`config.mk`:
```
export PLATFORM = sky130hd
export DESIGN_NAME = a2_card_top
export DESIGN_NICKNAME = d
export VERILOG_FILES = /design/src/verilog/a2_media_pkg.sv /design/src/verilog/a2_bus_pkg.sv /design/src/verilog/a2_card_top.sv /design/src/verilog/qspi_status_streamer.sv /design/src/verilog/audio_mixer.sv /design/src/verilog/bus_drive_arbiter.sv /design/src/verilog/reset_heartbeat.sv /design/src/verilog/signal_denoise.sv
export SDC_FILE = /design/constraint.sdc
export NUM_CORES = 1
export LEC_CHECK = 0
export BUFFER_PORTS_ARGS = -buffer_cell sky130_fd_sc_hd__buf_2
export CAP_MARGIN = 20
export CORE_ASPECT_RATIO = 1.1
export CORE_UTILIZATION = 30
export DETAILED_ROUTE_END_ITERATION = 16
export GPL_TIMING_DRIVEN = 0
export PLACE_DENSITY = 0.57
export SYNTH_ARGS = -nofsm -noshare
export SYNTH_HDL_FRONTEND = slang
export SYNTH_HIERARCHICAL = 1
export SYNTH_SLANG_ARGS = --single-unit
export TNS_END_PERCENT = 50
```
`constraint.sdc`:
```
create_clock -name clk_logic_w -period 3.1 [get_ports clk_logic_w]
set_input_delay 0.465 -clock clk_logic_w [delete_from_list [all_inputs] [get_ports clk_logic_w]]
set_output_delay 0.465 -clock clk_logic_w [all_outputs]
set_load 0.01 [all_outputs]
```
`src/verilog/a2_media_pkg.sv`:
```
// Audio sample and QSPI status stream definitions shared by the mixer and the streamer
package a2_media_pkg;

    // Audio
    typedef logic [15:0] sample_t;
    typedef logic [9:0]  mb_level_t;

    // Sound board level sits just under the top bits of the sample
    localparam int MB_SHIFT      = 5;
    localparam int SPEAKER_SHIFT = 13;

    // Status stream to the companion microcontroller
    typedef logic [3:0]  nibble_t;
    typedef logic [31:0] status_word_t;

    localparam status_word_t STATUS_WORD = 32'h1234_5678;
    localparam int NIBBLES_PER_WORD = 8;
    localparam int SEND_INTERVAL_LOG2_DEFAULT = 20;

    typedef enum logic {
        IDLE,
        SHIFT
    } qspi_state_t;

endpackage

```
`src/verilog/a2_bus_pkg.sv`:
```
// Bus-side widths, drive enables and timing constants shared by the card glue logic
package a2_bus_pkg;

    // One byte on the Apple II data bus
    typedef logic [7:0] a2_data_t;

    // Allow driving the Apple II interrupt line
    localparam bit IRQ_OUT_ENABLE = 1'b1;

    // Allow driving the Apple II data bus
    localparam bit BUS_DATA_OUT_ENABLE = 1'b1;

    // Equal samples needed before a filtered bus clock may change
    localparam int DENOISE_DEPTH = 3;

    // Heartbeat half period in logic clock cycles, 0.5 s at 20 MHz
    localparam int HEARTBEAT_CYCLES_DEFAULT = 10_000_000;

endpackage
```
`src/verilog/a2_card_top.sv`:
```
// Card top level that connects the reset, PHI1 filter, bus arbiter, mixer and status stream
`timescale 1ns/1ps

module a2_card_top #(
    parameter int HEARTBEAT_CYCLES   = a2_bus_pkg::HEARTBEAT_CYCLES_DEFAULT,
    parameter int SEND_INTERVAL_LOG2 = a2_media_pkg::SEND_INTERVAL_LOG2_DEFAULT
) (
    input  logic                    clk_logic_w,
    input  logic                    rst_i,
    input  logic                    a2_reset_n_i,
    input  logic                    a2_phi1_i,

    // Apple II data bus and interrupt
    input  a2_bus_pkg::a2_data_t    a2_d_i,
    output a2_bus_pkg::a2_data_t    a2_d_o,
    output logic                    a2_d_dir_o,
    output logic                    a2_irq_n_o,

    // Card functions
    input  logic                    ssc_rd_i,
    input  logic                    ssp_rd_i,
    input  logic                    mb_rd_i,
    input  a2_bus_pkg::a2_data_t    ssc_data_i,
    input  a2_bus_pkg::a2_data_t    ssp_data_i,
    input  a2_bus_pkg::a2_data_t    mb_data_i,
    input  logic                    ssc_irq_n_i,
    input  logic                    ssp_irq_n_i,
    input  logic                    mb_irq_n_i,
    input  a2_media_pkg::sample_t   ssp_audio_i,
    input  a2_media_pkg::mb_level_t mb_audio_l_i,
    input  a2_media_pkg::mb_level_t mb_audio_r_i,
    input  logic                    speaker_i,

    // Audio out
    output a2_media_pkg::sample_t   audio_l_o,
    output a2_media_pkg::sample_t   audio_r_o,

    // Heartbeat and MCU link
    output logic                    led_n_o,
    output logic                    parl_clk_o,
    output logic                    parl_frame_n_o,
    output a2_media_pkg::nibble_t   parl_d_o
);

    logic device_rst_w;
    logic system_rst_w;
    logic phi0_w;

    reset_heartbeat #(
        .HEARTBEAT_CYCLES(HEARTBEAT_CYCLES)
    ) u_reset (
        .clk_logic_w (clk_logic_w),
        .rst_i       (rst_i),
        .a2_reset_n_i(a2_reset_n_i),
        .led_n_o     (led_n_o),
        .device_rst_o(device_rst_w),
        .system_rst_o(system_rst_w)
    );

    // Filtered PHI1, only the phi0 copy is needed here
    signal_denoise u_phi1 (
        .clk_logic_w(clk_logic_w),
        .rst_i      (rst_i),
        .sig_i      (a2_phi1_i),
        .sig_o      (),
        .sig_n_o    (phi0_w),
        .posedge_o  (),
        .negedge_o  ()
    );

    bus_drive_arbiter u_arbiter (
        .clk_logic_w (clk_logic_w),
        .system_rst_i(system_rst_w),
        .phi0_i      (phi0_w),
        .ssc_rd_i    (ssc_rd_i),
        .ssp_rd_i    (ssp_rd_i),
        .mb_rd_i     (mb_rd_i),
        .ssc_data_i  (ssc_data_i),
        .ssp_data_i  (ssp_data_i),
        .mb_data_i   (mb_data_i),
        .bus_data_i  (a2_d_i),
        .ssc_irq_n_i (ssc_irq_n_i),
        .ssp_irq_n_i (ssp_irq_n_i),
        .mb_irq_n_i  (mb_irq_n_i),
        .a2_d_dir_o  (a2_d_dir_o),
        .a2_d_o      (a2_d_o),
        .a2_irq_n_o  (a2_irq_n_o)
    );

    audio_mixer u_mixer (
        .clk_logic_w (clk_logic_w),
        .device_rst_i(device_rst_w),
        .ssp_audio_i (ssp_audio_i),
        .mb_audio_l_i(mb_audio_l_i),
        .mb_audio_r_i(mb_audio_r_i),
        .speaker_i   (speaker_i),
        .audio_l_o   (audio_l_o),
        .audio_r_o   (audio_r_o)
    );

    qspi_status_streamer #(
        .SEND_INTERVAL_LOG2(SEND_INTERVAL_LOG2)
    ) u_streamer (
        .clk_logic_w   (clk_logic_w),
        .system_rst_i  (system_rst_w),
        .parl_clk_o    (parl_clk_o),
        .parl_frame_n_o(parl_frame_n_o),
        .parl_d_o      (parl_d_o)
    );

endmodule

```
`src/verilog/qspi_status_streamer.sv`:
```
// Sends the status word to the companion MCU as periodic 4-bit QSPI frames
`timescale 1ns/1ps

module qspi_status_streamer #(
    parameter int SEND_INTERVAL_LOG2 = a2_media_pkg::SEND_INTERVAL_LOG2_DEFAULT
) (
    input  logic                  clk_logic_w,
    input  logic                  system_rst_i,
    output logic                  parl_clk_o,
    output logic                  parl_frame_n_o,
    output a2_media_pkg::nibble_t parl_d_o
);

    import a2_media_pkg::*;

    localparam int NIB_W = $clog2(NIBBLES_PER_WORD);

    logic [SEND_INTERVAL_LOG2-1:0] interval_r;
    logic                          strobe_w;
    qspi_state_t                   state_r;
    logic [NIB_W-1:0]              nib_cnt_r;
    logic                          phase_r;
    status_word_t                  shift_r;
    logic                          clk_r;
    logic                          frame_n_r;

    // Free running frame timer
    always_ff @(posedge clk_logic_w) begin
        if (system_rst_i) begin
            interval_r <= '0;
        end else begin
            interval_r <= interval_r + 1'b1;
        end
    end

    assign strobe_w = (interval_r == '0);

    always_ff @(posedge clk_logic_w) begin
        if (system_rst_i) begin
            state_r   <= IDLE;
            nib_cnt_r <= '0;
            phase_r   <= 1'b0;
            shift_r   <= '0;
            clk_r     <= 1'b0;
            frame_n_r <= 1'b1;
        end else begin
            case (state_r)
                IDLE: begin
                    if (strobe_w) begin
                        state_r   <= SHIFT;
                        nib_cnt_r <= '0;
                        phase_r   <= 1'b0;
                        shift_r   <= STATUS_WORD;
                        clk_r     <= 1'b0;
                        frame_n_r <= 1'b0;
                    end
                end
                SHIFT: begin
                    if (!phase_r) begin
                        // Receiver samples on this rising edge
                        clk_r   <= 1'b1;
                        phase_r <= 1'b1;
                    end else begin
                        clk_r   <= 1'b0;
                        phase_r <= 1'b0;
                        // Last shift leaves the data lines at zero
                        shift_r <= shift_r << 4;
                        if (nib_cnt_r == NIB_W'(NIBBLES_PER_WORD - 1)) begin
                            state_r   <= IDLE;
                            frame_n_r <= 1'b1;
                        end else begin
                            nib_cnt_r <= nib_cnt_r + 1'b1;
                        end
                    end
                end
                default: state_r <= IDLE;
            endcase
        end
    end

    assign parl_clk_o     = clk_r;
    assign parl_frame_n_o = frame_n_r;
    assign parl_d_o       = shift_r[31:28];

endmodule

```
`src/verilog/audio_mixer.sv`:
```
// Sums the sprite, sound board and speaker audio into registered 16-bit stereo samples
`timescale 1ns/1ps

module audio_mixer (
    input  logic                    clk_logic_w,
    input  logic                    device_rst_i,
    input  a2_media_pkg::sample_t   ssp_audio_i,
    input  a2_media_pkg::mb_level_t mb_audio_l_i,
    input  a2_media_pkg::mb_level_t mb_audio_r_i,
    input  logic                    speaker_i,
    output a2_media_pkg::sample_t   audio_l_o,
    output a2_media_pkg::sample_t   audio_r_o
);

    import a2_media_pkg::*;

    sample_t audio_l_r;
    sample_t audio_r_r;

    // One channel, wraps modulo 2^16
    function automatic sample_t mix(input sample_t ssp, input mb_level_t mb, input logic spk);
        sample_t mb_term;
        sample_t spk_term;
        mb_term  = sample_t'(mb) << MB_SHIFT;
        spk_term = sample_t'(spk) << SPEAKER_SHIFT;
        return ssp + mb_term + spk_term;
    endfunction

    always_ff @(posedge clk_logic_w) begin
        if (device_rst_i) begin
            audio_l_r <= '0;
            audio_r_r <= '0;
        end else begin
            audio_l_r <= mix(ssp_audio_i, mb_audio_l_i, speaker_i);
            audio_r_r <= mix(ssp_audio_i, mb_audio_r_i, speaker_i);
        end
    end

    assign audio_l_o = audio_l_r;
    assign audio_r_o = audio_r_r;

endmodule

```
`src/verilog/bus_drive_arbiter.sv`:
```
// Picks the card that drives the Apple II data bus and merges the card interrupts
`timescale 1ns/1ps

module bus_drive_arbiter (
    input  logic                  clk_logic_w,
    input  logic                  system_rst_i,
    input  logic                  phi0_i,
    input  logic                  ssc_rd_i,
    input  logic                  ssp_rd_i,
    input  logic                  mb_rd_i,
    input  a2_bus_pkg::a2_data_t  ssc_data_i,
    input  a2_bus_pkg::a2_data_t  ssp_data_i,
    input  a2_bus_pkg::a2_data_t  mb_data_i,
    input  a2_bus_pkg::a2_data_t  bus_data_i,
    input  logic                  ssc_irq_n_i,
    input  logic                  ssp_irq_n_i,
    input  logic                  mb_irq_n_i,
    output logic                  a2_d_dir_o,
    output a2_bus_pkg::a2_data_t  a2_d_o,
    output logic                  a2_irq_n_o
);

    import a2_bus_pkg::*;

    logic any_rd_w;
    logic irq_n_w;

    assign any_rd_w = ssc_rd_i | ssp_rd_i | mb_rd_i;

    // Transceiver points at the bus only while phi0 is high
    assign a2_d_dir_o = phi0_i & any_rd_w & BUS_DATA_OUT_ENABLE & ~system_rst_i;

    // Serial card first, then sprite, then sound board
    always_comb begin
        if (ssc_rd_i) begin
            a2_d_o = ssc_data_i;
        end else if (ssp_rd_i) begin
            a2_d_o = ssp_data_i;
        end else if (mb_rd_i) begin
            a2_d_o = mb_data_i;
        end else begin
            a2_d_o = bus_data_i;
        end
    end

    // Active low, any card pulls the line
    assign irq_n_w    = ssc_irq_n_i & ssp_irq_n_i & mb_irq_n_i;
    assign a2_irq_n_o = (system_rst_i || !IRQ_OUT_ENABLE) ? 1'b1 : irq_n_w;

endmodule

```
`src/verilog/reset_heartbeat.sv`:
```
// Heartbeat LED counter that also holds device reset and merges the bus reset pin
`timescale 1ns/1ps

module reset_heartbeat #(
    parameter int HEARTBEAT_CYCLES = a2_bus_pkg::HEARTBEAT_CYCLES_DEFAULT
) (
    input  logic clk_logic_w,
    input  logic rst_i,
    input  logic a2_reset_n_i,
    output logic led_n_o,
    output logic device_rst_o,
    output logic system_rst_o
);

    localparam int CNT_W = (HEARTBEAT_CYCLES > 1) ? $clog2(HEARTBEAT_CYCLES) : 1;

    logic [CNT_W-1:0] count_r;
    logic             wrap_w;
    logic             led_n_r;
    logic             ready_r;

    assign wrap_w = (count_r == CNT_W'(HEARTBEAT_CYCLES - 1));

    always_ff @(posedge clk_logic_w) begin
        if (rst_i) begin
            count_r <= '0;
            led_n_r <= 1'b1;
            ready_r <= 1'b0;
        end else if (wrap_w) begin
            count_r <= '0;
            led_n_r <= ~led_n_r;
            // Sticky, the first wrap ends device reset
            ready_r <= 1'b1;
        end else begin
            count_r <= count_r + 1'b1;
        end
    end

    assign led_n_o      = led_n_r;
    assign device_rst_o = ~ready_r;

    // Bus reset pin passes straight through
    assign system_rst_o = ~ready_r | ~a2_reset_n_i;

endmodule

```
`src/verilog/signal_denoise.sv`:
```
// Brings one asynchronous bus clock into the logic domain, filters glitches and flags its edges
`timescale 1ns/1ps

module signal_denoise (
    input  logic clk_logic_w,
    input  logic rst_i,
    input  logic sig_i,
    output logic sig_o,
    output logic sig_n_o,
    output logic posedge_o,
    output logic negedge_o
);

    import a2_bus_pkg::*;

    logic                     sync1_r;
    logic                     sync2_r;
    logic [DENOISE_DEPTH-1:0] hist_r;
    logic                     sig_r;
    logic                     sig_n_r;
    logic                     pos_r;
    logic                     neg_r;
    logic                     all_high_w;
    logic                     all_low_w;

    // Level only moves once the whole window agrees
    assign all_high_w = &hist_r;
    assign all_low_w  = ~|hist_r;

    always_ff @(posedge clk_logic_w) begin
        if (rst_i) begin
            sync1_r <= 1'b0;
            sync2_r <= 1'b0;
            hist_r  <= '0;
            sig_r   <= 1'b0;
            sig_n_r <= 1'b1;
            pos_r   <= 1'b0;
            neg_r   <= 1'b0;
        end else begin
            // Two-flop synchronizer ahead of the history window
            sync1_r <= sig_i;
            sync2_r <= sync1_r;
            hist_r  <= {hist_r[DENOISE_DEPTH-2:0], sync2_r};

            pos_r <= 1'b0;
            neg_r <= 1'b0;
            if (all_high_w && !sig_r) begin
                sig_r   <= 1'b1;
                sig_n_r <= 1'b0;
                pos_r   <= 1'b1;
            end else if (all_low_w && sig_r) begin
                sig_r   <= 1'b0;
                sig_n_r <= 1'b1;
                neg_r   <= 1'b1;
            end
        end
    end

    assign sig_o     = sig_r;
    assign sig_n_o   = sig_n_r;
    assign posedge_o = pos_r;
    assign negedge_o = neg_r;

endmodule

```
==> reports/results.txt, run 1 <==
Setup-failing EPs final - 0
Syn nets - 752
Initial antenna violation count - 0
Global route overflow - 0
Leakage - 2.81 nW
Placed inst area - 6850 sq um
Tmin final - 2430 ps
Worst-path clk slew - 70 ps
Ant diodes - 0
P_int - 2.14 mW
IO buf count - 125
Worst r2r path cells - 6
Crit-path max FO - 3
Slew @ Worst Pin - 676 ps
Vias post-DR - 4,863
Final period util - 0.783
Switching Share - 0.252
Sw Pwr - 0.723 mW
Boundary Pins - 128
Post-CTS setup buffer count - 0
Crit path from - ssp_audio_i[6]
CP Depth - 10
Post-CTS sizing - 0
Global-route wire length before repair - 22,000 um
Final Skew - 7.01 ps
Comb power frac - 0.122
CTS sink cnt - 110
Max cap viols - 0
Syn Inst Count - 628
Post-route ant nets - 0
Die area - 20,300 sq um
R2R Path End - u_reset/count_r[21]$_SDFF_PP0_
Share of post-route cells with drive strength above 1 - 0.270
RSZ-0062 raised after global routing - false
Power Dens Cells - 402 nW/um^2
Synth Area per Inst - 9.41 sq um
Headroom to the max-slew limit - 0.546
CP endpoint kind - flip-flop
Hold_buf cts - 0
Routed len/inst - 13.1 um
Initial Utilization - 0.307
Final instance area - 7120 sq um
Root Driver - clkbuf_16
WL final - 13,300 um
Required @ worst endpoint - 3350 ps
Count of final hold-check violations - 0
Vias/cell - 4.79
Syn Std Cell Area - 5910 sq um
Final core utilization - 0.370
CP most frequent cell - ha_1
Worst vdd ir - 0.289 mV
Reg power frac - 0.496
Area added between synthesis and finish - 20.5%
Critical-path cell list - buf_2, ha_1, ha_1, inv_1, fa_1, nor2b_4, o31a_1, or4_1, a31oi_1, mux2_1
Max Transition Viols Final - 0
Setup_tns - 0 ps
FF-to-FF Start - u_reset/count_r[0]$_SDFF_PP0_
Commonest cells after routing, fill and taps aside - buf_2 (128), dfxtp_1 (110), nor2_1 (51), ha_1 (41), a21oi_1 (32)
Nets - 888
WS Path Type - primary input to flip-flop
Number of remaining DRC errors - 0
Iter 0 DRT Violations - 195
Buf+Inv Stages, Crit Path - 2
Family with the most delay on the worst path - adder cells
Core area - 19,200 sq um
Largest stage delay, worst path - 420 ps
Commonest non-fill, non-tap cell in the layout - buf_2
Drt first pass iters - 4
RePlAce Congestion - 0.792
Clk pwr share - 0.382
Hold WC Path Type - primary input to flip-flop
CP max-delay cell - or4_1
CP arrival - 2670 ps
Setup slack on the worst flop-to-flop path - 820 ps
Row count - 53
Die H - 149 um
Critical path endpoint - u_mixer/audio_r_o[14]$_SDFF_PP0_
Vias in the first global route - 4,553
Clk buf depth - 2
Aggregate global-route resource usage - 0.136
Crit start category - primary input
H-tree levels - 3
Status - finished clean
DP HPWL - 10000 um
CTS Buf Count - 9
Peak Freq - 412 MHz
YS warnings - 6
Die W - 136 um
WHS Path Cells - 2
CTS tree - yes
Worst-skew pair later-pin latency - 360 ps
Pin count of the biggest net entering global routing - 19
[power by group through the flow]
stage	Sequential (mW)	Combinational, mW	Clock, mW
after CTS	1.42	0.352	1.15
after detailed placement	1.45	0.348	0
after global routing	1.42	0.396	1.19
final	1.42	0.349	1.09
after global placement	1.45	0.350	0
after floorplan	1.45	0.238	0
[worst min-delay path by stage]
| stage | startpoint | to | slack (ps) |
|---|---|---|---|
| floorplan | u_phi1/sync2_r$_SDFF_PP0_ | u_phi1/hist_r[0]$_SDFF_PP0_ | 410 |
| global placement | u_phi1/sync2_r$_SDFF_PP0_ | u_phi1/hist_r[0]$_SDFF_PP0_ | 420 |
| detailed placement | u_phi1/sync2_r$_SDFF_PP0_ | u_phi1/hist_r[0]$_SDFF_PP0_ | 420 |
| CTS | a2_phi1_i | u_phi1/sync1_r$_SDFF_PP0_ | 300 |
| global route | ssp_audio_i[4] | u_mixer/audio_r_o[4]$_SDFF_PP0_ | 320 |
| finish | a2_phi1_i | u_phi1/sync1_r$_SDFF_PP0_ | 320 |
[routing by layer]
layer	vias up	track usage	part of all wire
li1	2538	-	-
met1	2226	0.172	0.47
met2	89	0.220	0.46
met3	10	0.0466	0.055
met4	0	0.0320	0.0086
met5	-	0	0
[final cells by class]
class,count,area (sq um)
flip-flops and latches,110,2200
well taps,247,309
clock buffers,10,229
multi-input cells,453,3400
inverters,29,109
clock inverters,6,46.3
fillers,1994,12100
plain buffers,36,203
repair buffers,125,626
[per-stage QoR]
step                power (mW)  setup slack (ps)  std cells  hold slack, ps
floorplan                 1.69               579        628             414
global placement          1.80               323       1000             419
detailed placement        1.80               353       1000             420
CTS                       2.92               714       1016             303
global route              3.01               542       1016             316
finish                    2.86               672       1016             319
[sequential cells by signal, indices dropped and copies added, names as in the netlist, 3 cells and up]
name and flops:
u_streamer/nib_cnt_r 3, u_phi1/hist_r 3, u_mixer/audio_l_o 11, u_mixer/audio_r_o 16, u_reset/count_r 24, u_streamer/shift_r 24
u_streamer/interval_r 20
No activity file was read; power rests on OpenSTA's default activity.
==> run 2: changes to the inputs <==
==> constraint.sdc (replaced) <==
create_clock -name clk_logic_w -period 2.4 [get_ports clk_logic_w]
set_input_delay 0.36 -clock clk_logic_w [delete_from_list [all_inputs] [get_ports clk_logic_w]]
set_output_delay 0.36 -clock clk_logic_w [all_outputs]
set_load 0.01 [all_outputs]
==> run 2 against run 1 <==
  * Combinational power up 29%
  * Clock skew up 1.5 ps
  * Sequential share of layout area down 0.12 points
  * Cell count unchanged
  * Hold slack worse by 110 ps
  * Count of clock-buffer cells in the layout down 1
  * Cell area up 0.40%
  * Core utilization up 0.15 points
  * Clock power up 39%
  * Routed wire length up 0.45%
  * Worst setup slack worse by 530 ps
  * Critical endpoint unchanged
  * Largest power group unchanged
  * Highest routed layer is now met5
==> reports/results.txt, run 2 (synthesis results as in run 1) <==
Vias post-DR - 4,884 (+0.43%)
RSZ-0062 raised after global routing - false
Die area - 20,300 sq um (unchanged)
CTS Buf Count - 9 (unchanged)
Vias in the first global route - 4,577 (+0.53%)
RePlAce Congestion - 0.808 (+2.1%)
H-tree levels - 3 (unchanged)
Layout fillers - 2,018 (+1.2%)
Nets - 888 (unchanged)
Initial Utilization - 0.307 (unchanged)
Clk buf depth - 2 (unchanged)
Worst Hold End - u_mixer/audio_r_o[4]$_SDFF_PP0_
Count of final hold-check violations - 0 (unchanged)
Share of post-route cells with drive strength above 1 - 0.277 (+0.00650)
Area added between synthesis and finish - 21.0%
WS Path Type - primary input to flip-flop
Commonest cells after routing, fill and taps aside - buf_2 (128), dfxtp_1 (110), nor2_1 (51), ha_1 (40), a21oi_1 (32)
Critical-path cell list - buf_2, ha_1, ha_2, inv_2, fa_2, nor2b_4, o31a_1, or4_1, a31oi_1, mux2_1
Boundary Pins - 128 (unchanged)
Number of remaining DRC errors - 0 (unchanged)
Global route overflow - 0 (unchanged)
Setup slack on the worst flop-to-flop path - 200 ps (-620 ps)
WHS Path Cells - 2 (unchanged)
Headroom to the max-slew limit - 0.540 (-0.00618)
Buf+Inv Stages, Crit Path - 2 (unchanged)
WL final - 13,400 um (+0.45%)
Iter 0 DRT Violations - 221 (+13%)
Aggregate global-route resource usage - 0.136 (-0.000220)
CP endpoint kind - flip-flop
Worst-path clk slew - 70 ps (about the same)
Crit-path max FO - 3 (unchanged)
Initial antenna violation count - 1 (+1)
Tmin final - 2260 ps
Required @ worst endpoint - 2650 ps (-700 ps)
Inst Count DP - 1,000 (unchanged)
Finished Layout Cells - 1,016 (unchanged)
Hold WC Path Type - primary input to flip-flop
Max Transition Viols Final - 0 (unchanged)
CTS tree - yes
DP HPWL - 9990 um (about the same)
Leakage - 2.83 nW (+0.56%)
Status - finished clean
Power Dens Cells - 530 nW/um^2 (+32%)
Global-route wire length before repair - 22,100 um (+0.47%)
Row count - 53 (unchanged)
Die H - 149 um (unchanged)
CTS sink cnt - 110 (unchanged)
Die W - 136 um (unchanged)
Vias/cell - 4.81 (+0.43%)
FF-to-FF Start - u_reset/count_r[0]$_SDFF_PP0_
Ant diodes - 0 (unchanged)
Family with the most delay on the worst path - adder cells
Crit start category - primary input
Worst vdd ir - 0.325 mV (+12%)
Drt first pass iters - 4 (unchanged)
R2R Path End - u_reset/count_r[22]$_SDFF_PP0_
Max cap viols - 0 (unchanged)
CP max-delay cell - or4_1
Commonest non-fill, non-tap cell in the layout - buf_2
Setup_tns - 0 ps (unchanged)
Peak Freq - 442 MHz
CP arrival - 2510 ps (-160 ps)
Setup-failing EPs final - 0 (unchanged)
Largest stage delay, worst path - 410 ps (about the same)
Worst r2r path cells - 6 (unchanged)
Pin count of the biggest net entering global routing - 19 (unchanged)
Top flop regs - u_reset/count_r: 24 flops, u_streamer/shift_r: 24 flops, u_streamer/interval_r: 20 flops
Slew @ Worst Pin - 690 ps (+14.5 ps)
Core area - 19,200 sq um (unchanged)
HP Start - ssp_audio_i[4]
Post-route ant nets - 0 (unchanged)
IO buf count - 125 (unchanged)
Final period util - 0.942
Routed len/inst - 13.2 um (+0.45%)
Root Driver - clkbuf_16
Worst-skew pair later-pin latency - 350 ps (about the same)
Final Skew - 8.47 ps (+1.45 ps)
==> run 2: cell type report <==
class | instances | area (sq um) | share of cell area
Buffer | 36 | 203 | 0.0284
Sequential cell | 110 | 2200 | 0.308
Tap cell | 247 | 309 | 0.0432
Clock buffer | 9 | 225 | 0.0315
Clock inverter | 7 | 70.1 | 0.00980
Inverter | 29 | 109 | 0.0152
Multi-Input combinational cell | 453 | 3410 | 0.476
Timing Repair Buffer | 125 | 626 | 0.0875
==> run 2: worst max-delay path by stage <==
| stage | startpoint | endpoint | slack [ps] | cells past startpoint |
|---|---|---|---|---|
| 2_1_floorplan | ssp_audio_i[6] | u_mixer/audio_r_o[14]$_SDFF_PP0_ | 9 | 9 |
| 3_3_place_gp | ssp_audio_i[6] | u_mixer/audio_r_o[14]$_SDFF_PP0_ | -230 | 10 |
| 3_5_place_dp | ssp_audio_i[6] | u_mixer/audio_r_o[14]$_SDFF_PP0_ | -210 | 10 |
| 4_1_cts | u_reset/count_r[0]$_SDFF_PP0_ | u_reset/count_r[10]$_SDFF_PP0_ | 70 | 6 |
| 5_1_grt | u_reset/count_r[0]$_SDFF_PP0_ | u_reset/count_r[11]$_SDFF_PP0_ | 7 | 6 |
| 6_report | ssp_audio_i[6] | u_mixer/audio_r_o[14]$_SDFF_PP0_ | 140 | 10 |
==> run 2: what timing repair did <==
| action | CTS | global route |
|---|---|---|
| setup buffers | 0 | 0 |
| gates resized for setup | 0 | 1 |
| hold buffers | 0 | 0 |
| endpoints found under the setup margin | 0 | 20 |
==> run 2: metal layers <==
layer	wire length, um	vias up	track usage
li1	-	2531	-
met1	6260	2253	0.176
met2	6140	85	0.211
met3	811	13	0.0469
met4	136	2	0.0388
met5	13	-	0
==> run 2: per-stage QoR <==
step | setup WS [ps] | util | instance area (sq um) | hold WS (ps) | power [mW]
2_1_floorplan | 9.16 | - | 5920 | 414 | 2.19
3_3_place_gp | -228 | 0.356 | 6850 | 416 | 2.33
3_5_place_dp | -210 | 0.356 | 6850 | 427 | 2.33
4_1_cts | 68.3 | 0.372 | 7150 | 193 | 3.86
5_1_grt | 7.32 | 0.372 | 7150 | 217 | 3.99
6_report | 139 | 0.372 | 7150 | 209 | 3.79
==> run 2: worst reg2reg max path, cell delays in order (launching register included) <==
cell and delay, ps:
dfxtp_1 380, ha_1 220, nand3_1 160, or4_4 570, buf_6 160, or4_4 510, a21oi_2 140
==> run 2: where the power goes <==
part	switching [mW]	internal [mW]
logic	0.227	0.224
registers	0.00518	1.83
clock network	0.694	0.812
